[config.mk]
export PLATFORM = sky130hd
export DESIGN_NAME = writeback
export DESIGN_NICKNAME = d
export VERILOG_FILES = /design/src/verilog/core_pkg.sv /design/src/verilog/writeback.sv
export VERILOG_INCLUDE_DIRS = /design/src /design/src/verilog
export SDC_FILE = /design/constraint.sdc
export NUM_CORES = 1
export LEC_CHECK = 0
export BUFFER_PORTS_ARGS = -buffer_cell sky130_fd_sc_hd__buf_4
export CAP_MARGIN = 40
export CELL_PAD_IN_SITES_DETAIL_PLACEMENT = 0
export CELL_PAD_IN_SITES_GLOBAL_PLACEMENT = 2
export CORE_MARGIN = 5
export CORE_UTILIZATION = 25
export DETAILED_ROUTE_END_ITERATION = 6
export PLACE_DENSITY = 0.79
export SETUP_SLACK_MARGIN = 0.05
export SYNTH_ARGS = -nofsm -noshare
export SYNTH_HDL_FRONTEND = slang
export SYNTH_SLANG_ARGS = --single-unit
[constraint.sdc]
create_clock -name clk -period 0.8 [get_ports clk]
set_clock_uncertainty 0.05 [all_clocks]
set_input_delay 0.08 -clock clk [delete_from_list [all_inputs] [get_ports clk]]
set_output_delay 0.08 -clock clk [all_outputs]
set_load 0.1 [all_outputs]
[src/verilog/core_consts.svh]
`ifndef CORE_CONSTS_SVH
`define CORE_CONSTS_SVH

// Datapath and instruction widths.
`define XLEN 64
`define ILEN 32

// First address fetched after reset.
`define RESET_PC 64'h0

// Major opcodes of the supported instructions.
`define OP_REG    7'b0110011
`define OP_IMM    7'b0010011
`define OP_LOAD   7'b0000011
`define OP_STORE  7'b0100011
`define OP_BRANCH 7'b1100011
`define OP_JAL    7'b1101111

// ADDI x0, x0, 0 fills a flushed fetch slot.
`define NOP_INSTR 32'h0000_0013

`endif

[src/verilog/core_pkg.sv]
`include "core_consts.svh"

package corePkg;

    typedef logic [`XLEN-1:0] u64;
    typedef logic [`ILEN-1:0] u32;
    typedef logic [4:0] u5;

    typedef enum logic [2:0] {
        ALU_ADD,
        ALU_SUB,
        ALU_AND,
        ALU_OR,
        ALU_XOR
    } aluOp_t;

    typedef struct packed {
        logic valid;
        u64 pc;
        u32 instr;
    } regIfId_t;

    typedef struct packed {
        logic valid;
        u64 pc;
        u5 rd;
        logic regWrite;
        logic memRead;
        logic memWrite;
        logic isBranch;
        logic isJal;
        aluOp_t aluOp;
        logic useImm;
        u64 op1;
        u64 op2;
        u64 storeData;
        u64 imm;
    } regIdEx_t;

    typedef struct packed {
        logic valid;
        u64 pc;
        u5 rd;
        logic regWrite;
        logic memRead;
        logic memWrite;
        u64 aluResult;
        u64 storeData;
    } regExMem_t;

    typedef struct packed {
        logic valid;
        u64 pc;
        u5 rd;
        logic regWrite;
        u64 result;
    } regMemWb_t;

    // A stage result that decode may take before it reaches the register file.
    typedef struct packed {
        logic valid;
        u5 rd;
        u64 data;
        logic isLoad;
    } fwdSource_t;

    typedef struct packed {
        logic valid;
        u64 pc;
        u5 rd;
        logic regWrite;
        u64 data;
    } commit_t;

endpackage

[src/verilog/writeback.sv]
module writeback import corePkg::*; (
    input logic clk,
    input logic rstN,
    input logic okAll,
    input regMemWb_t moduleIn,
    output logic wbEn,
    output u5 wd,
    output u64 wbData,
    output commit_t commit,
    output logic okToProceed
);

    assign wbEn = moduleIn.valid && moduleIn.regWrite && okAll;
    assign wd = moduleIn.rd;
    assign wbData = moduleIn.result;
    assign okToProceed = 1'b1;

    // One record per retired instruction, a cycle after its register write.
    always_ff @(posedge clk) begin
        if (!rstN) begin
            commit.valid <= 1'b0;
        end else begin
            commit.valid <= moduleIn.valid && okAll;
            commit.pc <= moduleIn.pc;
            commit.rd <= moduleIn.rd;
            commit.regWrite <= moduleIn.regWrite;
            commit.data <= moduleIn.result;
        end
    end

endmodule
==> impl_metrics.tcl <==
set metrics [dict create \
    top_regs "commit (135)" \
    first_pass_iters 4 \
    netlist.area_leader.share 0.877 \
    synth.net_count 346 \
    place_ws_ns -0.105 \
    rsz0062_at_grt "yes" \
    clockRootBuffer "clkbuf_16" \
    hold_viol 0 \
    track_usage 0.140 \
    syn_to_final_growth_pct 108 \
    post_drt_wl_per_cell_um 17.1 \
    ys_types 5 \
    nets 784 \
    clk_pin_slew_worst_paths_ns 0.06 \
    clkPwrFrac 0.326 \
    intPower_mw 15.8 \
    power.density_nw_per_um2 2630 \
    switchingPower_mw 9.33 \
    io_buffers 342 \
    synth_ff_type "edfxtp_1" \
    p_seq_frac 0.345 \
    cts_sinks 135 \
    die_area_um2 21200 \
    top_register "commit" \
    crit_type "register to primary output" \
    fin_crit_sh 1.47 \
    routabilityCongestion 0.749 \
    viasPerCell 3.90 \
    synth_seq_cells 135 \
    fin_crit_ns 1.18 \
    ys.warnings.count 0 \
    setup_viol 135 \
    path_cells "buf_6" \
    start_util 0.254 \
    grt_start_max_net_pins 40 \
    vias 3469 \
    p_sw_frac 0.371 \
    synthTopCellsByArea "edfxtp_1 88%, buf_4 11%, dfxtp_1 0.44%" \
    hp-class "primary input to register" \
    largest_reg_flops 135 \
    crit_fanout 1 \
    p_total_mw 25.1 \
    cp_top_family "flip-flops" \
    coreArea_um2 18000 \
    dp_hpwl_um 10900 \
    ys_top_cells_by_count "134 x edfxtp_1, 70 x buf_4, 2 x and3_1, 1 x conb_1, 1 x dfxtp_1" \
    antenna_found_initial 1 \
    critical-path-max-stage-delay_ns 0.42 \
    cp-start-kind "register" \
    synth.most_common_cell "edfxtp_1" \
    wl_um 15200 \
    hold_end "commit[54]$_DFFE_PP_" \
    grt_overflow 0 \
    static-leakage-power_nw 4.09 \
    grt_pass1_vias 3903 \
    cts_setup_buffers 0 \
    cp_slowest_cell "edfxtp_1" \
    arrival_ns 1.05 \
    async_flop_share 0 \
    worst-endpoint-required_ns 0.67 \
    fin_area_um2 9560 \
    cts_max_level 4 \
    cap_violations 0 \
    std_cell_rows 49 \
    route.antenna.remaining_nets 0 \
    layout-drive-gt1-share 0.584 \
    cts_tree "yes" \
    die_h_um 145 \
    utilization 0.530 \
    cts_buffers 17 \
    critPathCaptureType "primary output" \
    seq_area_frac_synth 0.882 \
    nFillCells 1467 \
    synth_largest_area_cell "edfxtp_1" \
    synth_edf_count 134 \
    grt_pass1_wl_um 23000 \
    hp-start "rstN" \
    holdPathStages 2 \
    fmax_mhz 851 \
    drc 0 \
    dpl_cell_area_um2 7020 \
    critPathBufInv 1 \
    netlist_instances 208 \
    drt-initial-drc-count 87 \
    ios 344 \
    setup_ws_ns -0.376 \
    violations "setup timing" \
    status "finished with violations" \
    slew_violations 0 \
    syn_avg_cell_area_um2 22.0 \
    cts_max_path_buffers 2 \
    die_w_um 145 \
    syn-cell-area_um2 4590 \
    combPwrFrac 0.328 \
    ir_drop_v 0.00145 \
]
[layer usage]
metal / GRT usage / routed length [um] / vias up
met5: 0 / 0 / -
met4: 0.0546 / 291 / 0
met3: 0.0514 / 1170 / 24
met2: 0.256 / 8390 / 190
met1: 0.146 / 5330 / 1665
li1: - / - / 1590
[area by class of cell]
class,count,area [um^2],area share
Multi-Input combinational cell,3,17.5,0.00183
Tap cell,229,287,0.0300
Sequential cell,135,4050,0.423
Clock buffer,17,425,0.0445
Timing Repair Buffer,489,4580,0.479
Clock inverter,15,201,0.0211
Antenna cell,1,2.50,0.000262
[through the flow]
step / std cells / setup TNS (ns) / hold slack [ns]
global placement: 719 / -8.44 / 0.208
CTS: 888 / -46.96 / 0.0361
finish: 889 / -43.15 / 0.0138
global route: 888 / -49.91 / 0.00162
floorplan: 208 / -31.36 / 0.129
detailed placement: 719 / -9.41 / 0.209
[worst max-delay path by stage]
stage	startpoint	end	depth (start not counted)	slack, ns
floorplan	commit[0]$_DFFE_PP_	commit[0]	0	-0.23
global placement	rstN	commit[3]$_DFFE_PP_	2	-0.1
CTS	commit[64]$_DFFE_PP_	commit[64]	1	-0.39
global route	commit[64]$_DFFE_PP_	commit[64]	1	-0.43
finish	commit[64]$_DFFE_PP_	commit[64]	1	-0.38
detailed placement	rstN	commit[3]$_DFFE_PP_	2	-0.11
[what timing repair did]
action,4_1_cts,5_1_grt
cloned,0,0
gates resized for setup,138,5
hold endpoints to repair,136,0
pin swaps,0,0
setup endpoints to repair,136,136
hold buffers,137,0
[power by group through the flow]
stage	clock, mW	combinational (mW)	sequential [mW]
6_report	8.20	8.25	8.68
4_1_cts	8.45	8.26	8.67
3_5_place_dp	0	7.38	8.71
3_3_place_gp	0	7.37	8.69
5_1_grt	8.77	8.42	8.73
2_1_floorplan	0	1.67	12.7
[layout by cell type (no fill, tap or decap)]
| cell | n |
|---|---|
| clkbuf_16 | 17 |
| dfxtp_2 | 1 |
| bufinv_16 | 4 |
| clkinv_2 | 2 |
| buf_8 | 5 |
| and3_2 | 1 |
| clkinv_4 | 3 |
| inv_6 | 3 |
| edfxtp_1 | 134 |
| diode_2 | 1 |
| clkinv_1 | 1 |
| clkinvlp_4 | 2 |
| dlygate4sd3_1 | 137 |
| conb_1 | 1 |
| and3_1 | 1 |
| buf_12 | 3 |
| buf_6 | 131 |
| buf_4 | 213 |
[kinds of logic (layout without fill, tap and decap cells)]
family                 after synthesis  count (layout)  synth area share
buffers and inverters               70             521             0.115
other                                1               2          0.000818
flip-flops                         135             135             0.882
AND/OR/NAND/NOR                      2               2           0.00273
Note: power is estimated with default switching activity, not from simulation.
