**src/verilog/core_consts.svh**
```systemverilog
`ifndef CORE_CONSTS_SVH
`define CORE_CONSTS_SVH

// Datapath and instruction widths.
`define XLEN 64
`define ILEN 32

// First address fetched after reset.
`define RESET_PC 64'h0

// Major opcodes of the supported instructions.
`define OP_REG    7'b0110011
`define OP_IMM    7'b0010011
`define OP_LOAD   7'b0000011
`define OP_STORE  7'b0100011
`define OP_BRANCH 7'b1100011
`define OP_JAL    7'b1101111

// ADDI x0, x0, 0 fills a flushed fetch slot.
`define NOP_INSTR 32'h0000_0013

`endif

```
**src/verilog/core_pkg.sv**
```systemverilog
`include "core_consts.svh"

package corePkg;

    typedef logic [`XLEN-1:0] u64;
    typedef logic [`ILEN-1:0] u32;
    typedef logic [4:0] u5;

    typedef enum logic [2:0] {
        ALU_ADD,
        ALU_SUB,
        ALU_AND,
        ALU_OR,
        ALU_XOR
    } aluOp_t;

    typedef struct packed {
        logic valid;
        u64 pc;
        u32 instr;
    } regIfId_t;

    typedef struct packed {
        logic valid;
        u64 pc;
        u5 rd;
        logic regWrite;
        logic memRead;
        logic memWrite;
        logic isBranch;
        logic isJal;
        aluOp_t aluOp;
        logic useImm;
        u64 op1;
        u64 op2;
        u64 storeData;
        u64 imm;
    } regIdEx_t;

    typedef struct packed {
        logic valid;
        u64 pc;
        u5 rd;
        logic regWrite;
        logic memRead;
        logic memWrite;
        u64 aluResult;
        u64 storeData;
    } regExMem_t;

    typedef struct packed {
        logic valid;
        u64 pc;
        u5 rd;
        logic regWrite;
        u64 result;
    } regMemWb_t;

    // A stage result that decode may take before it reaches the register file.
    typedef struct packed {
        logic valid;
        u5 rd;
        u64 data;
        logic isLoad;
    } fwdSource_t;

    typedef struct packed {
        logic valid;
        u64 pc;
        u5 rd;
        logic regWrite;
        u64 data;
    } commit_t;

endpackage

```
**src/verilog/memory.sv**
```systemverilog
module memory import corePkg::*; (
    input logic clk,
    input logic rstN,
    input logic okAll,
    input regExMem_t moduleIn,
    output regMemWb_t moduleOut,
    output fwdSource_t fwdMem,
    output logic dreqValid,
    output logic dreqWrite,
    output u64 dreqAddr,
    output u64 dreqData,
    input logic drespOk,
    input u64 drespData,
    output logic okToProceed
);

    logic memOp;
    logic reqPending;
    logic done;
    logic respNow;
    u64 loadData;
    u64 result;

    assign memOp = moduleIn.valid && (moduleIn.memRead || moduleIn.memWrite);
    assign respNow = reqPending && drespOk;
    assign dreqValid = reqPending;
    assign okToProceed = !memOp || done || respNow;

    assign result = !moduleIn.memRead ? moduleIn.aluResult : done ? loadData : drespData;

    always_comb begin
        fwdMem.valid = moduleIn.valid && moduleIn.regWrite;
        fwdMem.rd = moduleIn.rd;
        fwdMem.data = result;
        fwdMem.isLoad = moduleIn.memRead;
    end

    always_ff @(posedge clk) begin
        if (!rstN) begin
            reqPending <= 1'b0;
            done <= 1'b0;
            moduleOut.valid <= 1'b0;
        end else begin
            if (okAll) begin
                moduleOut.valid <= moduleIn.valid;
                moduleOut.pc <= moduleIn.pc;
                moduleOut.rd <= moduleIn.rd;
                moduleOut.regWrite <= moduleIn.regWrite;
                moduleOut.result <= result;
                done <= 1'b0;
            end else if (respNow) begin
                done <= 1'b1;
            end
            if (respNow) begin
                reqPending <= 1'b0;
                loadData <= drespData;
            end else if (memOp && !reqPending && !done) begin
                // Each access goes out once and stays put until its response.
                reqPending <= 1'b1;
                dreqWrite <= moduleIn.memWrite;
                dreqAddr <= moduleIn.aluResult;
                dreqData <= moduleIn.storeData;
            end
        end
    end

endmodule

```
**config.mk**
```make
export PLATFORM = sky130hd
export DESIGN_NAME = memory
export DESIGN_NICKNAME = d
export VERILOG_FILES = /design/src/verilog/core_pkg.sv /design/src/verilog/memory.sv
export VERILOG_INCLUDE_DIRS = /design/src /design/src/verilog
export SDC_FILE = /design/constraint.sdc
export NUM_CORES = 1
export LEC_CHECK = 0
export BUFFER_PORTS_ARGS = -buffer_cell sky130_fd_sc_hd__buf_4
export CAP_MARGIN = 20
export CORE_AREA = 2 2 237 239
export DETAILED_ROUTE_END_ITERATION = 12
export DIE_AREA = 0 0 239 241
export GPL_TIMING_DRIVEN = 1
export SLEW_MARGIN = 40
export SYNTH_ARGS = -nofsm -noshare
export SYNTH_HDL_FRONTEND = slang
export SYNTH_SLANG_ARGS = --single-unit
```
**constraint.sdc**
```tcl
create_clock -name clk -period 12.29 [get_ports clk]
set_clock_uncertainty 0.2 [all_clocks]
set_input_delay 0.6145 -clock clk [delete_from_list [all_inputs] [get_ports clk]]
set_output_delay 0.6145 -clock clk [all_outputs]
set_load 0.01 [all_outputs]
```
==> results.md <==
* Highest Clock Rate at 294 MHz
* Overflow after GRT at 0
* Number of clock buffers inserted by TritonCTS at 37
* Min setup slack post-route at 8.89 ns
* Detailed-route via count at 7459
* Pin count of the biggest net entering global routing at 130
* Worst hold path stage count at 1
* Syn avg cell area at 20.2 µm²
* Net Count, Synth at 832
* Antenna cell count at 0
* Die X at 239 µm
* Layout overhead on the synthesized area at 56.8%
* DR WL/cell at 19.1 µm
* Via-to-Cell Ratio at 3.89
* Final Cell Area at 17800 µm²
* Shortest clock period the worst path allows after layout at 3.40 ns
* # H-tree levels at 2
* Hold bufs inserted after CTS at 0
* Largest stage delay on the critical path at 0.74 ns
* Half-perimeter wire length of the detailed placement result at 27700 µm
* Number of placed cells counting well taps at 1851
* Pint at 2.04 mW
* Wire length of the first global-routing pass at 49900 µm
* Path type of the worst setup path: flip-flop to output pin
* Setup slack at placement at 9.04 ns
* NetSw at 0.592 mW
* Effective utilization at floorplan at 20.7%
* Clock tree from TritonCTS: yes
* Netlist area before placement at 11400 µm²
* Post-Synthesis Cells at 563
* Clock net sink count at 330
* Number of inserted filler cells in the final layout at 5402
* Total global routing track utilization at 11.7%
* Row count at 86
* Max-capacitance violation count at 0
* Total power at 2.63 mW
* Via count of the first global-routing pass at 7600
* List of cells traversed by the critical path: buf_4 -> mux2i_1 -> a21oi_1 -> buf_4
* Number of storage elements in the synthesis netlist at 330
* Iteration-0 DRC Markers at 352
* Count of final setup violators at 0
* Buffers inserted during post-CTS setup optimization at 0
* Number of hold-slack violations in the final timing report at 0
* Gates resized, CTS repair at 0
* RD Place Congestion at 0.777
* Required time reported for the critical path endpoint at 11.48 ns
* DIE AREA at 57600 µm²
* Synth cell types at 19
* IR Drop Worst-Case VDD at 0.0821 mV
* Leakage at 6.91 nW
* Critical-path cell with the highest stage delay: sky130_fd_sc_hd__dfxtp_4
* Sum Neg Setup Slack at 0 ns
* Count of unresolved DRC violations after routing at 0
* Clock power share at 39.7%
* WP data arrival at 2.59 ns
* Final core utilization at 32.5%
* Switching Share at 22.5%
* Transition time of the tightest slew-check pin at 0.847 ns
* Port-buffer cells at 605
* Pre-Repair DR Iteration Count at 4
* Net count of the finished layout at 1455
* WL final at 36700 µm
* Non-filler instance count after layout at 1918
* Critical-path maximum fanout at 35
* Clock latency reported for the late side of the worst-skew pair at 0.53 ns
* Post-placement cell area at 16700 µm²
* Worst hold slack at 0.0578 ns
* Top cell by count, worst path: sky130_fd_sc_hd__buf_4
* CTS Buffer Depth at 3
* Rel. slew slack at 43.5%
* Top-level I/O count at 606
* Worst-case reg-to-reg path depth at 3
* Count of yosys warnings during synthesis at 0
* Portion of synthesized cell area occupied by the leading cell type at 86.4%
* CP Launch Type: flip-flop
* Worst min-delay path category: primary input to flip-flop
* Final Cycle Share at 27.7%
* Share of layout cells above drive strength 1 at 54.7%
* Die Height at 241 µm
* Sequential element share of the synthesized area at 86.9%
* Clock slew at reported path FFs at 0.06 ns
* Unrepaired setup endpoints after global routing: no
* Proportion of power drawn by flip-flops and latches at 49.9%
* Buffer cell driving the clock tree root: sky130_fd_sc_hd__clkbuf_16
* Comb pwr share at 10.4%
* Result of the run: finished, final reports clean
* Remaining antenna violation count at 0
* Power density normalized to cell area at 148 nW/µm²
* Core region area at 54900 µm²
* Antenna violations before repair at 1
* Most area-consuming cells after synthesis: sky130_fd_sc_hd__edfxtp_1, sky130_fd_sc_hd__mux2i_1, sky130_fd_sc_hd__a21oi_1
* Max Slew Vio Count at 0
* Endpoint type of the worst setup path: output pin
* Biggest area consumer among synthesized cells: sky130_fd_sc_hd__edfxtp_1
## path summary, 6_finish.rpt
check | slack (ns) | end | start
setup / recovery | 8.89 | fwdMem[36] | done
hold / removal | 0.06 | moduleOut[100] | moduleIn[166]
setup reg to reg | 9.92 | moduleOut[35] | done
hold reg to reg | 0.33 | moduleOut[134] | moduleOut[134]
## layout by cell type (no fill, tap or decap), drive strengths merged
cell type and instances:
nor3 1, nor2 65, edfxtp 327, dfxtp 3, clkbuf 49, nor2b 1
clkinv 15, buf 611, nand2b 2, mux2i 65, a21oi 65, and2 2
inv 1, a211o 1, clkinvlp 1, and3 1, o31ai 1, nand3b 1
nor3b 1, bufinv 1
## cell type report
| class | count | area (µm²) | share of cell area, % |
|---|---|---|---|
| clock buffers | 49 | 1010 | 5.68 |
| clock inverters | 18 | 119 | 0.667 |
| multi-input cells | 206 | 1310 | 7.33 |
| flip-flops and latches | 330 | 9880 | 55.4 |
| well taps | 704 | 881 | 4.94 |
| repair buffers | 611 | 4630 | 26.0 |
## routing by layer
layer | track usage [%] | routed length [µm] | part of all wire, %
met5 | 0 | 0 | 0
met4 | 3.96 | 795 | 2.2
met3 | 3.12 | 2430 | 6.6
met2 | 19.5 | 18700 | 51
met1 | 14.7 | 14800 | 40
## flip-flops by register name, summed over array words and instances (netlist names)
name	count
dreqWrite	1
loadData	64
dreqData	64
done	1
dreqValid	1
moduleOut	135
dreqAddr	64
## power groups by stage
stage          combinational, mW  sequential [mW]  clock (mW)
2_1_floorplan             0.0615             1.37           0
6_report                   0.273             1.31        1.05
3_5_place_dp               0.277             1.34           0
4_1_cts                    0.278             1.32        1.08
5_1_grt                    0.292             1.32        1.12
3_3_place_gp               0.272             1.34           0
## cell usage after synthesis
library cell,n
sky130_fd_sc_hd__a211o_1,1
sky130_fd_sc_hd__a21oi_1,65
sky130_fd_sc_hd__and2_1,2
sky130_fd_sc_hd__and3_1,1
sky130_fd_sc_hd__buf_2,2
sky130_fd_sc_hd__buf_4,8
sky130_fd_sc_hd__buf_6,1
sky130_fd_sc_hd__buf_8,5
sky130_fd_sc_hd__clkbuf_1,11
sky130_fd_sc_hd__dfxtp_1,3
sky130_fd_sc_hd__edfxtp_1,327
sky130_fd_sc_hd__mux2i_1,65
sky130_fd_sc_hd__nand2b_1,2
sky130_fd_sc_hd__nand3b_1,1
sky130_fd_sc_hd__nor2_1,65
sky130_fd_sc_hd__nor2b_1,1
sky130_fd_sc_hd__nor3_1,1
sky130_fd_sc_hd__nor3b_1,1
sky130_fd_sc_hd__o31ai_1,1
## cells by family after synthesis
family          Yosys count  share of synthesized area, %
compound gates           67                          3.00
mux                      65                          5.72
flops                   330                          86.9
simple gates             74                          2.65
buf+inv                  27                          1.74
## critical path: cells and delay by family (launching register included)
| kind | cells | cell delay (ns) |
|---|---|---|
| multiplexers | 1 | 0.33 |
| flip-flops | 1 | 0.74 |
| buffers and inverters | 2 | 0.80 |
| AO/OA/AOI/OAI | 1 | 0.12 |
(Power assumes the default switching activity.)
