[src/verilog/core_consts.svh]
`ifndef CORE_CONSTS_SVH
`define CORE_CONSTS_SVH

// Datapath and instruction widths.
`define XLEN 64
`define ILEN 32

// First address fetched after reset.
`define RESET_PC 64'h0

// Major opcodes of the supported instructions.
`define OP_REG    7'b0110011
`define OP_IMM    7'b0010011
`define OP_LOAD   7'b0000011
`define OP_STORE  7'b0100011
`define OP_BRANCH 7'b1100011
`define OP_JAL    7'b1101111

// ADDI x0, x0, 0 fills a flushed fetch slot.
`define NOP_INSTR 32'h0000_0013

`endif

[src/verilog/core_pkg.sv]
`include "core_consts.svh"

package corePkg;

    typedef logic [`XLEN-1:0] u64;
    typedef logic [`ILEN-1:0] u32;
    typedef logic [4:0] u5;

    typedef enum logic [2:0] {
        ALU_ADD,
        ALU_SUB,
        ALU_AND,
        ALU_OR,
        ALU_XOR
    } aluOp_t;

    typedef struct packed {
        logic valid;
        u64 pc;
        u32 instr;
    } regIfId_t;

    typedef struct packed {
        logic valid;
        u64 pc;
        u5 rd;
        logic regWrite;
        logic memRead;
        logic memWrite;
        logic isBranch;
        logic isJal;
        aluOp_t aluOp;
        logic useImm;
        u64 op1;
        u64 op2;
        u64 storeData;
        u64 imm;
    } regIdEx_t;

    typedef struct packed {
        logic valid;
        u64 pc;
        u5 rd;
        logic regWrite;
        logic memRead;
        logic memWrite;
        u64 aluResult;
        u64 storeData;
    } regExMem_t;

    typedef struct packed {
        logic valid;
        u64 pc;
        u5 rd;
        logic regWrite;
        u64 result;
    } regMemWb_t;

    // A stage result that decode may take before it reaches the register file.
    typedef struct packed {
        logic valid;
        u5 rd;
        u64 data;
        logic isLoad;
    } fwdSource_t;

    typedef struct packed {
        logic valid;
        u64 pc;
        u5 rd;
        logic regWrite;
        u64 data;
    } commit_t;

endpackage

[src/verilog/execute.sv]
module execute import corePkg::*; (
    input logic clk,
    input logic rstN,
    input logic okAll,
    input regIdEx_t moduleIn,
    output regExMem_t moduleOut,
    output fwdSource_t fwdEx,
    output logic jumpEn,
    output u64 jumpAddr,
    output logic okToProceed
);

    u64 opB;
    u64 aluOut;
    u64 result;

    assign opB = moduleIn.useImm ? moduleIn.imm : moduleIn.op2;

    always_comb begin
        case (moduleIn.aluOp)
            ALU_SUB: aluOut = moduleIn.op1 - opB;
            ALU_AND: aluOut = moduleIn.op1 & opB;
            ALU_OR:  aluOut = moduleIn.op1 | opB;
            ALU_XOR: aluOut = moduleIn.op1 ^ opB;
            default: aluOut = moduleIn.op1 + opB;
        endcase
    end

    // JAL links the address of the next instruction.
    assign result = moduleIn.isJal ? moduleIn.pc + 64'd4 : aluOut;

    assign jumpEn = moduleIn.valid
        && (moduleIn.isJal || (moduleIn.isBranch && moduleIn.op1 == moduleIn.op2));
    assign jumpAddr = moduleIn.pc + moduleIn.imm;

    // For a load the data is not known yet, so decode waits on isLoad.
    always_comb begin
        fwdEx.valid = moduleIn.valid && moduleIn.regWrite;
        fwdEx.rd = moduleIn.rd;
        fwdEx.data = result;
        fwdEx.isLoad = moduleIn.memRead;
    end

    assign okToProceed = 1'b1;

    always_ff @(posedge clk) begin
        if (!rstN) begin
            moduleOut.valid <= 1'b0;
        end else if (okAll) begin
            moduleOut.valid <= moduleIn.valid;
            moduleOut.pc <= moduleIn.pc;
            moduleOut.rd <= moduleIn.rd;
            moduleOut.regWrite <= moduleIn.regWrite;
            moduleOut.memRead <= moduleIn.memRead;
            moduleOut.memWrite <= moduleIn.memWrite;
            moduleOut.aluResult <= result;
            moduleOut.storeData <= moduleIn.storeData;
        end
    end

endmodule

[config.mk]
export PLATFORM = sky130hd
export DESIGN_NAME = execute
export DESIGN_NICKNAME = d
export VERILOG_FILES = /design/src/verilog/core_pkg.sv /design/src/verilog/execute.sv
export VERILOG_INCLUDE_DIRS = /design/src /design/src/verilog
export SDC_FILE = /design/constraint.sdc
export NUM_CORES = 1
export LEC_CHECK = 0
export BUFFER_PORTS_ARGS = -buffer_cell sky130_fd_sc_hd__buf_4
export CAP_MARGIN = 20
export CORE_AREA = 2 2 266 268
export DETAILED_ROUTE_END_ITERATION = 10
export DIE_AREA = 0 0 268 270
export GPL_ROUTABILITY_DRIVEN = 0
export SLEW_MARGIN = 20
export SYNTH_ARGS = -nofsm -noshare
export SYNTH_HDL_FRONTEND = slang
export SYNTH_SLANG_ARGS = --single-unit
[constraint.sdc]
create_clock -name clk -period 5.7 [get_ports clk]
set_clock_uncertainty 0.2 [all_clocks]
set_input_delay 0 -clock clk [delete_from_list [all_inputs] [get_ports clk]]
set_output_delay 0 -clock clk [all_outputs]
set_load 0.03 [all_outputs]
==> results.json, run 1 <==
{
  "clock_power_share_pct": 22.8,
  "cts_buffer_depth": 3,
  "area_delta_synth_final_pct": 42.0,
  "min_path_cells": 7,
  "die_x_um": 268,
  "largest_register_ffs": 201,
  "yosys_warnings": 0,
  "nNetsFinal": 4062,
  "hp-class": "input pin to register",
  "first_pass_iters": 6,
  "drc": 0,
  "placed_cell_area_mm2": 0.0284,
  "period_share_pct": 96.6,
  "grtUsageTotal_pct": 29.2,
  "period_needed_ns": 5.51,
  "syn_avg_cell_area_um2": 8.53,
  "setup_viol": 0,
  "grt_max_degree": 112,
  "vias_per_cell": 5.46,
  "p_per_area_mw_per_mm2": 228,
  "report.final.slew_viol_count": 0,
  "mostFrequentLayoutCell": "buf_4",
  "final_antenna_net_count": 0,
  "r2r_setup_slack_ns": 4.27,
  "synth_edf_count": 200,
  "worstMarginPinSlew_ns": 1.21,
  "drt_iter0_markers": 2544,
  "synth_cells": 2615,
  "gr-total-overflow": 0,
  "p_leak_nw": 13.9,
  "total_power_mw": 7.21,
  "vias": 24200,
  "htreeDepth": 1,
  "top_regs": "moduleOut x201",
  "seq_area_frac_synth_pct": 27.0,
  "worstSetupPathType": "input pin to output pin",
  "cp_max_fo": 28,
  "synth_nets": 3211,
  "maxCapViolations": 0,
  "io_buffers": 674,
  "relSlewSlack_pct": 18.8,
  "antenna_found_initial": 20,
  "die_h_um": 270,
  "clk_latency_ns": 0.57,
  "final_util_pct": 45.6,
  "p_sw_mw": 3.10,
  "dp_hpwl_um": 90900,
  "r2r_end": "moduleOut[200]",
  "cts_sinks": 201,
  "finalHoldViolCount": 0,
  "r2r-start": "moduleOut[200]",
  "drive_above_1_share_pct": 23.9,
  "core-area_mm2": 0.0695,
  "switching_share_pct": 43.0,
  "cp_data_arrival_time_ns": 5.31,
  "outcome": "finished, final reports clean",
  "grt_pass1_vias": 22800,
  "async_flop_share_pct": 0,
  "ys_ff_latch": 201,
  "initial_utilization_pct": 32.1,
  "ys_types": 98,
  "power_frac_seq_pct": 25.1,
  "grt_pass1_wl_um": 155000,
  "fmax_mhz": 182,
  "fin_tns_setup_ns": 0,
  "endpoint_kind": "output pin",
  "fillers": 6747,
  "stdcell_area_mm2": 0.0317,
  "crit_start": "moduleIn[256]",
  "clkTransAtPathRegs_ns": 0.05,
  "drt_wl_total_um": 112000,
  "syn-cell-area_mm2": 0.0223,
  "dieArea_mm2": 0.0724,
  "rsz0062_at_grt": "no",
  "cp-start-kind": "input pin",
  "largest_register": "moduleOut",
  "p_int_mw": 4.11,
  "io_pins": 676,
  "layout_common_cells": "buf_4, ha_1, dlygate4sd3_1, a21oi_1, nand2_1",
  "peakVddDrop_uv": 209,
  "cts_tree": "yes",
  "synth_flop_cell": "edfxtp_1",
  "reg2reg_depth": 3,
  "post_drt_wl_per_cell_um": 25.1,
  "hold_end": "moduleOut[105]",
  "power_frac_comb_pct": 52.0,
  "cts_buffers": 26,
  "hold_path_startpoint": "moduleIn[233]",
  "cp.required_ns": 5.50,
  "cts_root_buf": "clkbuf_16",
  "row_count": 97
}
-- cells by family (layout without fill, tap and decap cells) --
logic type / Yosys count / count (layout) / share of synthesized area, %
flops: 201 / 201 / 27.0
fa+ha+maj: 258 / 258 / 14.5
buf+inv: 318 / 1187 / 5.79
compound gates: 728 / 728 / 21.0
xor+xnor: 282 / 282 / 11.1
simple gates: 745 / 745 / 16.4
mux: 82 / 82 / 4.17
other cells: 1 / 20 / 0.0168
-- per-stage QoR --
stage | setup slack, ns | instances | hold slack, ns
floorplan | 0.0165 | 2615 | -0.101
global placement | 0.285 | 4143 | -0.0221
detailed placement | 0.272 | 4143 | -0.0205
CTS | 0.268 | 4422 | 0.000753
global route | 0.00980 | 4441 | 0.00137
finish | 0.195 | 4443 | 0.00897
-- synth_stat cells (all sizes together) (15+ instances only) --
library cell | instances | area share (%)
a2111oi | 18 | 0.79
a211oi | 45 | 1.5
a21o | 88 | 3.0
a21oi | 227 | 5.1
a221oi | 21 | 0.82
a31oi | 33 | 0.95
and2 | 16 | 0.45
and3 | 21 | 0.59
buf | 29 | 0.92
clkbuf | 101 | 1.7
edfxtp | 200 | 27
ha | 256 | 14
inv | 188 | 3.2
mux2i | 80 | 4.1
nand2 | 222 | 3.7
nand3 | 55 | 1.3
nand4 | 66 | 1.9
nor2 | 201 | 3.4
nor2b | 15 | 0.42
nor3 | 62 | 1.5
nor4 | 21 | 0.74
o21a | 16 | 0.54
o21ai | 143 | 3.2
o21bai | 27 | 0.91
o22ai | 18 | 0.53
xnor2 | 182 | 7.2
xor2 | 100 | 3.9
-- power groups by stage --
stage               logic (mW)  registers [mW]  clock network [mW]
floorplan                 1.87            2.07                   0
global placement          3.53            1.84                   0
detailed placement        3.54            1.84                   0
CTS                       3.68            1.81                1.68
global route              3.96            1.82                1.73
finish                    3.75            1.81                1.65
-- metal layers --
layer / wire length (um) / part of all wire [%] / GRT usage, % / up-vias
met1: 48200 / 43 / 40.1 / 11500
met3: 9390 / 8.4 / 4.29 / 190
met5: 23 / 0.021 / 0 / -
met4: 4710 / 4.2 / 12.1 / 4
li1: - / - / - / 11200
met2: 49400 / 44 / 45.7 / 1273
-- worst max path at each step --
stage                          end  slack (ns)  depth (start not counted)
detailed placement       fwdEx[60]        0.27                         22
floorplan           moduleOut[123]        0.02                         28
finish                   fwdEx[60]        0.19                         22
global placement     moduleOut[93]        0.28                         22
CTS                      fwdEx[60]        0.27                         22
global route             fwdEx[60]        0.01                         22
-- layout make-up --
class,count,area [um^2],area share (%)
inverter,188,706,2.23
timing repair buffer,953,7780,24.5
antenna,19,47.5,0.150
sequential,201,6030,19.0
multi-input combinational,2096,15100,47.8
clock buffer,32,694,2.19
clock inverter,14,131,0.414
tap,940,1180,3.71
-- critical path, stage by stage --
cell and delay, ns:
buf_4 0.18, buf_12 0.23, nor3b_1 0.24, o22ai_1 0.18, or3_4 0.45, nor2_4 0.21, nand3_2 0.13, nor4_4 0.33
a31oi_1 0.21, xnor2_1 0.29, ha_1 0.33, a21o_1 0.19, o21bai_1 0.19, a211oi_2 0.30, o21ai_0 0.15, a21boi_0 0.16
o21ai_0 0.12, a31oi_2 0.33, o311ai_1 0.18, or4b_1 0.50, o211ai_1 0.17, buf_4 0.22
-- repair_timing --
item | in CTS | in global routing
setup buffers | 0 | 1
hold buffers | 233 | 1
hold endpoints to repair | 212 | 1
resized for setup | 0 | 7
setup endpoints to repair | 0 | 9
(Power assumes the default switching activity.)
==> run 2, diff against run 1 <==
==> constraint.sdc (replaced) <==
create_clock -name clk -period 5.7 [get_ports clk]
set_clock_uncertainty 0.2 [all_clocks]
set_input_delay 1.71 -clock clk [delete_from_list [all_inputs] [get_ports clk]]
set_output_delay 1.71 -clock clk [all_outputs]
set_load 0.03 [all_outputs]
==> run 2 against run 1 <==
The flow now finishes with violations (negative setup slack). Via count is 17% higher. Die area unchanged. Non-clock buffer count is 842 higher. Setup slack worse by 2.8 ns. Flip-flop and latch count is the same. Sequential power is essentially flat. Core utilization up 17 points. First-iteration DRC count grew 17%. Register-to-register slack improved by 0.63 ns. Final cell count rose by 19%. Sequential share of layout area is 5.2 points lower. Design area rose by 38%.
==> results.json, run 2 (synthesis results as in run 1) <==
{
  "outcome": "finished, violations left",
  "failed_checks": "negative setup slack",
  "period_share_pct": 146,
  "largest_register_ffs": 201,
  "p_per_area_mw_per_mm2": 215,
  "initial_utilization_pct": 32.1,
  "worstMarginPinSlew_ns": 0.966,
  "drive_above_1_share_pct": 57.1,
  "cts_sinks": 201,
  "dp_hpwl_um": 101000,
  "dp.cells": 5075,
  "post_drt_wl_per_cell_um": 24.1,
  "top_regs": "moduleOut x201",
  "worstSetupPathType": "input pin to output pin",
  "clkTransAtPathRegs_ns": 0.05,
  "endpoint_kind": "output pin",
  "power_frac_comb_pct": 63.4,
  "peakVddDrop_uv": 278,
  "cts_buffer_depth": 3,
  "mostFrequentLayoutCell": "buf_4",
  "whs_ns": 0.336,
  "report.final.slew_viol_count": 0,
  "finalHoldViolCount": 0,
  "io_buffers": 674,
  "period_needed_ns": 8.34,
  "cp.required_ns": 3.79,
  "power_frac_seq_pct": 19.3,
  "nNetsFinal": 4904,
  "cts_tree": "yes",
  "layout_common_cells": "buf_4, buf_6, ha_1, edfxtp_1, nand2_1",
  "switching_share_pct": 41.7,
  "first_pass_iters": 5,
  "largest_register": "moduleOut",
  "drt_wl_total_um": 128000,
  "cp-start-kind": "input pin",
  "fin_ws_ns": -2.64,
  "fmax_mhz": 120,
  "area_delta_synth_final_pct": 95.4,
  "grt_max_degree": 68,
  "setup_viol": 151,
  "relSlewSlack_pct": 35.6,
  "clock_power_share_pct": 17.4,
  "row_count": 97,
  "gr-total-overflow": 0,
  "grt_pass1_wl_um": 172000,
  "maxCapViolations": 0,
  "cp_data_arrival_time_ns": 6.43,
  "p_leak_nw": 19.8,
  "placed_cell_area_mm2": 0.0370,
  "fin_tns_setup_ns": -166.36,
  "grtUsageTotal_pct": 32.1,
  "hp-class": "register to register",
  "drt_iter0_markers": 2966,
  "htreeDepth": 1,
  "drc": 0,
  "vias_per_cell": 5.35,
  "antenna_found_initial": 35,
  "vias": 28300,
  "cp_max_fo": 7,
  "cts_buffers": 26,
  "cts_hold_buf": 0,
  "grt_pass1_vias": 26400,
  "stdcell_area_mm2": 0.0436,
  "die_x_um": 268,
  "final_antenna_net_count": 0,
  "clk_latency_ns": 0.57,
  "p_int_mw": 5.47,
  "dieArea_mm2": 0.0724,
  "cts_root_buf": "clkbuf_16",
  "dpl_worst_slack_ns": -2.81,
  "p_sw_mw": 3.91,
  "die_h_um": 270,
  "rsz0062_at_grt": "yes",
  "final_cells": 5289,
  "core-area_mm2": 0.0695,
  "io_pins": 676
}
run 2: repair_timing:
| item | CTS | global route |
|---|---|---|
| setup endpoints to repair | 154 | 153 |
| pin swaps | 259 | 224 |
| buffers inserted | 99 | 83 |
| gates cloned | 0 | 3 |
| resized for setup | 576 | 316 |
run 2: path summary, 6_finish.rpt:
kind                  startpoint             end  slack, ns  cells past startpoint
setup reg to reg  moduleOut[200]  moduleOut[200]       4.90                      2
hold / removal    moduleOut[200]  moduleOut[200]       0.34                      2
setup / recovery   moduleIn[256]       fwdEx[56]      -2.64                     25
hold reg to reg   moduleOut[200]  moduleOut[200]       0.34                      2
run 2: metal layers:
layer	GRT usage, %	part of all wire, %	vias up
met5	0	0.10	-
met4	13.6	5.5	20
met3	5.38	8.9	328
met2	49.7	44	1514
met1	44.0	41	13500
li1	-	-	12900
run 2: power by group through the flow:
stage	Clock, mW	Combinational, mW	Sequential, mW
after floorplan	0	2.14	2.06
after CTS	1.66	5.39	1.81
after global routing	1.72	6.19	1.82
after detailed placement	0	4.68	1.84
final	1.63	5.95	1.81
after global placement	0	4.65	1.84
run 2: area by class of cell:
cell class	instances	area, um^2
sequential	201	6030
clock buffer	29	683
inverter	188	711
timing repair buffer	1795	14800
multi-input combinational	2096	20000
antenna	26	65.1
tap	940	1180
fill	5536	25900
clock inverter	14	139
run 2: critical path, cell delays in order:
cell,delay (ns)
buf_12,0.11
buf_12,0.13
clkbuf_16,0.15
buf_8,0.12
nor3b_4,0.23
o22ai_2,0.16
nor4_4,0.35
nand4_1,0.26
nand2b_4,0.25
buf_6,0.13
buf_6,0.11
nor2_4,0.09
nand2_2,0.08
o41ai_4,0.32
xnor2_1,0.14
ha_2,0.40
nand4_1,0.22
nor4_4,0.35
a31oi_4,0.17
buf_6,0.16
buf_6,0.12
xnor2_4,0.21
a211oi_2,0.10
a21oi_2,0.19
buf_6,0.16
run 2: per-stage QoR:
stage          utilization, %  power (mW)
6_report                 62.7        9.38
5_1_grt                  62.7        9.72
4_1_cts                  59.4        8.86
3_5_place_dp             53.2        6.52
3_3_place_gp             53.2        6.49
2_1_floorplan               -        4.20
