--- src/verilog/core_consts.svh ---
`ifndef CORE_CONSTS_SVH
`define CORE_CONSTS_SVH

// Datapath and instruction widths.
`define XLEN 64
`define ILEN 32

// First address fetched after reset.
`define RESET_PC 64'h0

// Major opcodes of the supported instructions.
`define OP_REG    7'b0110011
`define OP_IMM    7'b0010011
`define OP_LOAD   7'b0000011
`define OP_STORE  7'b0100011
`define OP_BRANCH 7'b1100011
`define OP_JAL    7'b1101111

// ADDI x0, x0, 0 fills a flushed fetch slot.
`define NOP_INSTR 32'h0000_0013

`endif

--- src/verilog/core_pkg.sv ---
`include "core_consts.svh"

package corePkg;

    typedef logic [`XLEN-1:0] u64;
    typedef logic [`ILEN-1:0] u32;
    typedef logic [4:0] u5;

    typedef enum logic [2:0] {
        ALU_ADD,
        ALU_SUB,
        ALU_AND,
        ALU_OR,
        ALU_XOR
    } aluOp_t;

    typedef struct packed {
        logic valid;
        u64 pc;
        u32 instr;
    } regIfId_t;

    typedef struct packed {
        logic valid;
        u64 pc;
        u5 rd;
        logic regWrite;
        logic memRead;
        logic memWrite;
        logic isBranch;
        logic isJal;
        aluOp_t aluOp;
        logic useImm;
        u64 op1;
        u64 op2;
        u64 storeData;
        u64 imm;
    } regIdEx_t;

    typedef struct packed {
        logic valid;
        u64 pc;
        u5 rd;
        logic regWrite;
        logic memRead;
        logic memWrite;
        u64 aluResult;
        u64 storeData;
    } regExMem_t;

    typedef struct packed {
        logic valid;
        u64 pc;
        u5 rd;
        logic regWrite;
        u64 result;
    } regMemWb_t;

    // A stage result that decode may take before it reaches the register file.
    typedef struct packed {
        logic valid;
        u5 rd;
        u64 data;
        logic isLoad;
    } fwdSource_t;

    typedef struct packed {
        logic valid;
        u64 pc;
        u5 rd;
        logic regWrite;
        u64 data;
    } commit_t;

endpackage

--- src/verilog/reg_read_if.sv ---
`include "core_consts.svh"

interface regReadIf;

    logic [4:0] rs1;
    logic [4:0] rs2;
    logic [`XLEN-1:0] rs1Data;
    logic [`XLEN-1:0] rs2Data;

    // Decode drives the addresses and reads the data back in the same cycle.
    modport client (
        output rs1, rs2,
        input  rs1Data, rs2Data
    );

    modport server (
        input  rs1, rs2,
        output rs1Data, rs2Data
    );

endinterface

--- src/verilog/decoder.sv ---
`include "core_consts.svh"

module decoder import corePkg::*; (
    input logic clk,
    input logic rstN,
    input logic okAll,
    input logic jumpEn,
    input regIfId_t moduleIn,
    output regIdEx_t moduleOut,
    regReadIf.client rd,
    input fwdSource_t fwdEx,
    input fwdSource_t fwdMem,
    output logic lwHold,
    output logic okToProceed
);

    u32 instr;
    logic [6:0] opcode;
    logic [2:0] funct3;
    logic [6:0] funct7;
    u5 rdAddr;
    u5 rs1Addr;
    u5 rs2Addr;
    logic usesRs1;
    logic usesRs2;
    logic supported;
    regIdEx_t next;

    assign instr = moduleIn.instr;
    assign opcode = instr[6:0];
    assign rdAddr = instr[11:7];
    assign funct3 = instr[14:12];
    assign rs1Addr = instr[19:15];
    assign rs2Addr = instr[24:20];
    assign funct7 = instr[31:25];

    assign rd.rs1 = rs1Addr;
    assign rd.rs2 = rs2Addr;
    assign okToProceed = 1'b1;

    // The youngest producer wins.
    function automatic u64 pickOperand(input u5 addr, input u64 fileData);
        if (fwdEx.valid && fwdEx.rd != 5'd0 && fwdEx.rd == addr) begin
            return fwdEx.data;
        end
        if (fwdMem.valid && fwdMem.rd != 5'd0 && fwdMem.rd == addr) begin
            return fwdMem.data;
        end
        return fileData;
    endfunction

    assign usesRs1 = opcode inside {`OP_REG, `OP_IMM, `OP_LOAD, `OP_STORE, `OP_BRANCH};
    assign usesRs2 = opcode inside {`OP_REG, `OP_STORE, `OP_BRANCH};

    assign lwHold = moduleIn.valid && fwdEx.valid && fwdEx.isLoad && fwdEx.rd != 5'd0
        && ((usesRs1 && fwdEx.rd == rs1Addr) || (usesRs2 && fwdEx.rd == rs2Addr));

    always_comb begin
        next = '0;
        next.pc = moduleIn.pc;
        next.rd = rdAddr;
        next.aluOp = ALU_ADD;
        next.op1 = pickOperand(rs1Addr, rd.rs1Data);
        next.op2 = pickOperand(rs2Addr, rd.rs2Data);
        next.storeData = next.op2;
        supported = 1'b0;
        case (opcode)
            `OP_REG: begin
                supported = 1'b1;
                next.regWrite = 1'b1;
                case ({funct7, funct3})
                    {7'b0000000, 3'b000}: next.aluOp = ALU_ADD;
                    {7'b0100000, 3'b000}: next.aluOp = ALU_SUB;
                    {7'b0000000, 3'b111}: next.aluOp = ALU_AND;
                    {7'b0000000, 3'b110}: next.aluOp = ALU_OR;
                    {7'b0000000, 3'b100}: next.aluOp = ALU_XOR;
                    default: supported = 1'b0;
                endcase
            end
            `OP_IMM, `OP_LOAD: begin
                supported = (opcode == `OP_IMM) ? funct3 == 3'b000 : funct3 == 3'b011;
                next.regWrite = 1'b1;
                next.memRead = (opcode == `OP_LOAD);
                next.useImm = 1'b1;
                next.imm = {{52{instr[31]}}, instr[31:20]};
            end
            `OP_STORE: begin
                supported = (funct3 == 3'b011);
                next.memWrite = 1'b1;
                next.useImm = 1'b1;
                next.imm = {{52{instr[31]}}, instr[31:25], instr[11:7]};
            end
            `OP_BRANCH: begin
                supported = (funct3 == 3'b000);
                next.isBranch = 1'b1;
                next.imm = {{51{instr[31]}}, instr[31], instr[7], instr[30:25],
                            instr[11:8], 1'b0};
            end
            `OP_JAL: begin
                supported = 1'b1;
                next.regWrite = 1'b1;
                next.isJal = 1'b1;
                next.imm = {{43{instr[31]}}, instr[31], instr[19:12], instr[20],
                            instr[30:21], 1'b0};
            end
            default: ;
        endcase
        next.valid = moduleIn.valid && supported;
        // x0 is never a destination.
        next.regWrite = next.regWrite && rdAddr != 5'd0;
    end

    always_ff @(posedge clk) begin
        if (!rstN) begin
            moduleOut.valid <= 1'b0;
        end else if (okAll) begin
            // A redirect or a load-use hold turns this slot into a bubble.
            moduleOut <= next;
            moduleOut.valid <= next.valid && !jumpEn && !lwHold;
        end
    end

endmodule

--- src/flat_wrapper.sv ---
// flat-port wrapper written by rule: the top's interface ports become plain ports
module decoder_flat import corePkg::*;
  (clk, rstN, okAll, jumpEn, moduleIn, moduleOut, fwdEx, fwdMem, lwHold, okToProceed, rd_rs1, rd_rs2, rd_rs1Data, rd_rs2Data);
  regReadIf rd_i ();
  input logic clk;
  input logic rstN;
  input logic okAll;
  input logic jumpEn;
  input regIfId_t moduleIn;
  output regIdEx_t moduleOut;
  input fwdSource_t fwdEx;
  input fwdSource_t fwdMem;
  output logic lwHold;
  output logic okToProceed;
  output wire logic [$bits(rd_i.rs1)-1:0] rd_rs1;
  output wire logic [$bits(rd_i.rs2)-1:0] rd_rs2;
  input wire logic [$bits(rd_i.rs1Data)-1:0] rd_rs1Data;
  input wire logic [$bits(rd_i.rs2Data)-1:0] rd_rs2Data;
  assign rd_rs1 = rd_i.rs1;
  assign rd_rs2 = rd_i.rs2;
  assign rd_i.rs1Data = rd_rs1Data;
  assign rd_i.rs2Data = rd_rs2Data;
  decoder u_core (.clk(clk), .rstN(rstN), .okAll(okAll), .jumpEn(jumpEn), .moduleIn(moduleIn), .moduleOut(moduleOut), .rd(rd_i), .fwdEx(fwdEx), .fwdMem(fwdMem), .lwHold(lwHold), .okToProceed(okToProceed));
endmodule
--- config.mk ---
export PLATFORM = sky130hd
export DESIGN_NAME = decoder_flat
export DESIGN_NICKNAME = d
export VERILOG_FILES = /design/src/verilog/core_pkg.sv /design/src/verilog/reg_read_if.sv /design/src/verilog/decoder.sv /design/src/flat_wrapper.sv
export VERILOG_INCLUDE_DIRS = /design/src /design/src/verilog
export SDC_FILE = /design/constraint.sdc
export NUM_CORES = 1
export LEC_CHECK = 0
export ABC_AREA = 1
export BUFFER_PORTS_ARGS = -buffer_cell sky130_fd_sc_hd__buf_2
export CORE_AREA = 2 2 276 278
export CTS_BUF_LIST = sky130_fd_sc_hd__clkbuf_8
export DETAILED_ROUTE_END_ITERATION = 6
export DIE_AREA = 0 0 278 280
export HOLD_SLACK_MARGIN = 0.03
export PLACE_DENSITY_LB_ADDON = 0.12
export RECOVER_POWER = 100
export SLEW_MARGIN = 15
export SYNTH_ARGS = -nofsm -noshare
export SYNTH_HDL_FRONTEND = slang
export SYNTH_SLANG_ARGS = --single-unit
--- constraint.sdc ---
create_clock -name clk -period 6 [get_ports clk]
set_input_delay 0.6 -clock clk [delete_from_list [all_inputs] [get_ports clk]]
set_output_delay 0.6 -clock clk [all_outputs]
set_load 0.01 [all_outputs]
==> results of run 1 <==
[critical path, stage by stage]
cell,delay [ns]
buf_2,0.10
nand2_1,0.05
inv_1,2.80
buf_12,0.59
[cells in the final DEF (no fill, tap or decap)]
master,synthesis,final
a21oi_1,2,2
a32o_1,2,2
buf_12,0,2
buf_2,13,363
buf_4,132,5
bufinv_16,0,2
clkbuf_1,0,354
clkbuf_8,0,50
clkinv_1,0,6
clkinv_2,0,3
conb_1,1,1
dfxtp_1,1,1
diode_2,0,5
edfxtp_1,227,227
inv_1,231,255
inv_2,3,1
inv_6,0,1
inv_8,0,1
nand2_1,511,509
nand2_4,0,2
nand3_1,74,74
nand3b_1,1,1
nand4_1,2,2
nor2_1,23,23
nor2_4,0,1
nor3_1,5,5
nor4b_1,1,1
o211ai_1,70,70
o21ai_0,1,1
o22ai_1,4,4
o32ai_1,1,1
xnor2_1,10,10
xor2_1,8,8
[logic make-up (layout without fill, tap and decap cells)]
kind of cell / count (synthesis) / count (layout) / share of synthesized area, %
xor+xnor: 18 / 18 / 1.286
other cells: 1 / 6 / 0.03060
simple gates: 618 / 618 / 19.87
compound gates: 80 / 80 / 4.850
flops: 228 / 228 / 55.79
buf+inv: 405 / 1043 / 18.17
[metrics by stage]
step	utilization (%)	hold WS (ns)	cell area [um^2]	setup WS (ns)
after floorplan	-	0.4819	12250	0.4319
after global placement	21.04	0.4572	15820	2.196
after detailed placement	21.04	0.4625	15820	2.162
after CTS	22.22	0.06625	16710	2.882
after global routing	21.64	0.08486	16270	1.329
final	21.64	0.1571	16270	1.688
[per-layer routing]
layer  up-vias  wire, um  GRT usage (%)
li1       5386         -              -
met1      5253     21210          14.67
met2       419     27020          23.17
met3        88      3390          3.323
met4         8      1611          4.796
met5         -        46              0
[worst paths after layout]
check | start | end
max reg2reg | u_core.moduleOut[334] | u_core.moduleOut[334]
min reg2reg | u_core.moduleOut[334] | u_core.moduleOut[334]
max | okAll | u_core.moduleOut[272]
min | moduleIn[90] | u_core.moduleOut[328]
[power breakdown]
group / switching (mW) / leakage (nW) / total, mW / internal [mW]
combinational: 0.363 / 4.91 / 0.575 / 0.212
sequential: 0.0457 / 2.10 / 1.93 / 1.89
clock: 0.777 / 0.538 / 1.63 / 0.854
total: 1.19 / 7.55 / 4.14 / 2.95
[final cells by class]
class / instances / area [um^2] / share of cell area [%]
well taps: 978 / 1224 / 7.520
clock inverters: 35 / 198.9 / 1.223
multi-input cells: 717 / 3211 / 19.73
inverters: 234 / 879.6 / 5.405
clock buffers: 50 / 688.2 / 4.229
flip-flops and latches: 228 / 6837 / 42.01
diodes: 5 / 12.51 / 0.07689
repair buffers: 724 / 3223 / 19.81
==> results.ini, run 1 <==
[layout]
finalNonFillerCells=2971
registers.top_by_ff_count=u_core.moduleOut
largest_register_ffs=228
layout-drive-gt1-share_pct=21.68
layout_top_registers=u_core.moduleOut: 228 flops
fillers=8686
area_growth_pct=32.80
nets=2325

[run_status]
outcome=finished, violations left
failed_checks=capacitance limit, slew limit

[clock_network]
cts.path.max_buffers=3
cts.repair_timing.setup_buffer_count=0
cts-root-buf=clkbuf_8
clkLatencyLatePin_ns=0.61
tritoncts=yes
clock_tree.htree_level_count=2
cts_resized=0
cts-hold-fix-buffers=0
clk_transition_reported_paths_ns=0.06
clkSinkCount=228
cts-buffers-inserted=49

[floorplan]
coreArea_um2=75190
top_level_ports=718
die_area_um2=77840
core.rowCount=101
chipWidth_um=278
die_y_um=280
initial_core_util_pct=16.30

[worst_setup_path]
ff2ff_setup_slack_ns=5.41
worst-r2r-cell-count=2
timing.critical_path.fanout_max=134
setup.worst_path.class=in2reg
end_kind=flip-flop
critPathRequiredTime_ns=6.24
cp_data_arrival_time_ns=4.55
critPathLaunchType=input pin

[detailed_routing]
post-route-drc-count=0
drt-initial-drc-count=453
drt_wl_total_mm=53.29
route.vias.total=11150
route.detailed.wl_per_inst_um=17.94
final_ant_viol_nets=0
drtPass1Iterations=4
vias_per_cell=3.754

[flow_run]
max_cap_viol_count=2

[yosys]
number_of_flip_flops_and_latches_in_the_synthesized_netlist=228
synth.top_cell.area_share_pct=55.63
synthFlopType=edfxtp_1
yosys-top-cells-area=edfxtp_1 56%, nand2_1 16%, buf_4 8.1%
synthesis.yosys.warnings=0
post_synth_top_area_cell=edfxtp_1
commonest_cells_in_the_synthesized_netlist=511 x nand2_1, 231 x inv_1, 227 x edfxtp_1
syn-mean-instance-area_um2=9.077
syn-instance-count=1350
syn_nets=1721
post-synth-top-count-cell=nand2_1
synth-seq-area-share_pct=55.79
syn-cell-area_um2=12250
synth_edf_count=227
async_flop_share_pct=0
synth_cell_type_count=24

[placed_design]
place_inst=2880
half_perimeter_wire_length_of_the_detailed_placement_result_mm=38.69
numPortBuffers=715
gp_routability_congestion=0.8139

[timing]
report.final.slew_viol_count=120
relSlewSlack_pct=-182.6
worst_slew_pin_slew_ns=4.239
finClkSkew_ns=0
grt_setup_unrepaired=false
setup-violations-final=0
finalWorstPathRequiredPeriod_ns=4.312
fmaxAchievable_ghz=0.2319
report.final.hold_viol_count=0
setup_tns_ns=0
post-route-period-util_pct=71.87

[global_route]
grt_start_max_net_pins=135
antenna_violations_before_repair=10
wire_length_of_the_first_global_routing_pass_mm=74.42
gr-usage-all-layers_pct=12.90
grt_overflow=0
first_global_vias=11150

[power]
power.total_mw=4.137
powerDensity_nw_per_um2=254.2
p_leak_nw=7.554
vdd_drop_max_uv=110.5

[worst_hold_path]
min_path_type=in2reg
min_delay_path_depth=1

Note: power is estimated with default switching activity, not from simulation.
==> run 2: changes to the inputs <==
--- a/config.mk
+++ b/config.mk
@@ -6,7 +6,7 @@
 export SDC_FILE = /design/constraint.sdc
 export NUM_CORES = 1
 export LEC_CHECK = 0
-export ABC_AREA = 1
+export ABC_AREA = 0
 export BUFFER_PORTS_ARGS = -buffer_cell sky130_fd_sc_hd__buf_2
 export CORE_AREA = 2 2 276 278
 export CTS_BUF_LIST = sky130_fd_sc_hd__clkbuf_8
==> constraint.sdc (replaced) <==
create_clock -name clk -period 4.25 [get_ports clk]
set_input_delay 0.425 -clock clk [delete_from_list [all_inputs] [get_ports clk]]
set_output_delay 0.425 -clock clk [all_outputs]
set_load 0.01 [all_outputs]
==> run 2 against run 1 <==
Against the previous run:
- the flow still finishes with violations (capacitance limit, slew limit)
- flip-flop and latch count unchanged
- via count decreased by 18%
- wire length decreased by 5.9%
- first-iteration DRC count decreased by 22%
==> results.ini, run 2 <==
[run_status]
outcome=finished, violations left
failed_checks=capacitance limit, slew limit

[yosys]
synth_edf_count=227
post_synth_top_area_cell=edfxtp_1
commonest_cells_in_the_synthesized_netlist=227 x edfxtp_1, 119 x buf_4, 77 x mux2_2
synthFlopType=edfxtp_1
synth-seq-area-share_pct=59.24
synth_cell_type_count=43
synthesis.yosys.warnings=0
syn_nets=1189
syn-cell-area_um2=11540
post-synth-top-count-cell=edfxtp_1
syn-mean-instance-area_um2=14.11
yosys-top-cells-area=edfxtp_1 59%, buf_4 7.7%, mux2_2 7.5%
async_flop_share_pct=0
synth.top_cell.area_share_pct=59.07
number_of_flip_flops_and_latches_in_the_synthesized_netlist=228
syn-instance-count=818

[detailed_routing]
route.detailed.wl_per_inst_um=19.81
final_ant_viol_nets=0
drt-initial-drc-count=354
vias_per_cell=3.610
drt_wl_total_mm=50.12
drtPass1Iterations=4
route.vias.total=9133
post-route-drc-count=0

[global_route]
antenna_violations_before_repair=10
grt_start_max_net_pins=71
grt_overflow=0
first_global_vias=9549
gr-usage-all-layers_pct=12.01
wire_length_of_the_first_global_routing_pass_mm=68.01

[worst_hold_path]
min_path_type=in2reg

[floorplan]
top_level_ports=718
chipWidth_um=278
die_area_um2=77840
core.rowCount=101
die_y_um=280
coreArea_um2=75190
initial_core_util_pct=15.35

[layout]
final_common_cell=clkbuf_1
largest_register_ffs=228
layout.cells.most_common_list=360 x clkbuf_1, 357 x buf_2, 227 x edfxtp_1
nets=1888
seq_area_um2=6837
fillers=8365
utilization_after_layout_pct=21.96
area_growth_pct=43.11
layout_top_registers=u_core.moduleOut: 228 flops
registers.top_by_ff_count=u_core.moduleOut
layout-drive-gt1-share_pct=35.29
multi_input_gate_area_in_the_final_layout_um2=3556

[power]
power.sequential.fraction_pct=46.6
vdd_drop_max_uv=170.2
power.switching_mw=1.634
powerDensity_nw_per_um2=353.4
p_leak_nw=6.068
share_clk_of_total_power_pct=38.9
cellInternalPower_mw=4.202
switching_fraction_pct=28.01
power.share.combinational_pct=14.5

[clock_network]
cts.path.max_buffers=3
clock_tree.htree_level_count=2
clkLatencyLatePin_ns=0.61
cts.repair_timing.setup_buffer_count=0
clkSinkCount=228
tritoncts=yes
cts-buffers-inserted=48
cts-root-buf=clkbuf_8
clk_transition_reported_paths_ns=0.06

[placed_design]
dp_slack_ns=1.537
half_perimeter_wire_length_of_the_detailed_placement_result_mm=37.80
numPortBuffers=715
gp_routability_congestion=0.7791

[worst_setup_path]
critPathLaunchType=input pin
setup.worst_path.class=in2reg
crit_slowest_cell=clkbuf_2
critPathMaxStageDelay_ns=1.12
timing.critical_path.fanout_max=70
critPathRequiredTime_ns=4.50
end_kind=flip-flop
worstPathCellList=clkbuf_1 -> or4_1 -> o21ai_0 -> nand3b_1 -> clkbuf_2 -> a21oi_1
cp_data_arrival_time_ns=3.15

[timing]
final_critical_path_setup_slack_ns=1.351
setup-violations-final=0
final.hold.worst_slack_ns=0.1095
grt_setup_unrepaired=false
worst_slew_pin_slew_ns=1.572
finClkSkew_ns=0
relSlewSlack_pct=-4.812
report.final.hold_viol_count=0
finalWorstPathRequiredPeriod_ns=2.899
fmaxAchievable_ghz=0.3449
setup_tns_ns=0
report.final.slew_viol_count=71
post-route-period-util_pct=68.21

[flow_run]
max_cap_viol_count=1

[run 2: final timing paths]
check                           slack [ns]               endpoint                   from  depth (start not counted)
worst min-delay path                  0.11    u_core.moduleOut[5]           moduleIn[25]                          2
worst max-delay path                  1.35  u_core.moduleOut[181]              fwdEx[65]                          6
worst min register to register        0.68  u_core.moduleOut[334]  u_core.moduleOut[334]                          2
worst max register to register        3.30  u_core.moduleOut[334]  u_core.moduleOut[334]                          3
[run 2: repair_timing]
action / CTS / global route
resized for setup: 0 / 0
hold endpoints to repair: 77 / 0
endpoints found under the setup margin: 0 / 0
hold buffers: 77 / 0
[run 2: kinds of logic (layout without fill, tap and decap cells)]
logic type                count (synthesis)  in the layout  synth area share, %
muxes                                   192            192                19.70
DFF                                     228            228                59.24
and+or+nand+nor                         130            130                5.367
xor gates and xnor gates                 20             20                1.518
buffers and inverters                   156            885                9.552
AOI/OAI and AO/OA                        91             91                4.586
other                                     1              6              0.03250
[run 2: worst max-delay path, delay by kind of cell]
family / cells / cell delay [ns]
buffers and inverters: 2 / 1.24
AND/OR/NAND/NOR: 2 / 0.74
AO/OA/AOI/OAI: 2 / 0.69
[run 2: layout make-up]
type                            instances  share of cell area (%)
Sequential cell                       228                   41.40
Timing Repair Buffer                  805                   24.41
Multi-Input combinational cell        434                   21.53
Clock buffer                           48                   4.000
Clock inverter                         32                   1.174
Antenna cell                            5                 0.07576
Tap cell                              978                   7.410
[run 2: routing by layer]
metal | share of wire (%) | GRT usage [%] | vias up | wire length, um
li1 | - | - | 4326 | -
met5 | 0.096 | 0 | - | 48
met4 | 2.0 | 3.243 | 8 | 1015
met3 | 5.9 | 3.206 | 73 | 2967
met2 | 52 | 21.99 | 350 | 26050
met1 | 40 | 13.69 | 4376 | 20040
[run 2: power groups by stage]
stage / Combinational [mW] / Sequential [mW] / Clock, mW
finish: 0.845 / 2.72 / 2.27
CTS: 0.933 / 2.72 / 2.41
global route: 0.918 / 2.74 / 2.49
floorplan: 0.360 / 2.84 / 0
global placement: 0.874 / 2.76 / 0
detailed placement: 0.871 / 2.76 / 0
[run 2: stage by stage]
stage / power, mW / instances / cell area, um^2
5_1_grt: 6.147 / 2528 / 16510
4_1_cts: 6.065 / 2525 / 17060
2_1_floorplan: 3.202 / 818 / 11540
3_3_place_gp: 3.637 / 2368 / 15430
6_report: 5.836 / 2530 / 16510
3_5_place_dp: 3.634 / 2368 / 15430
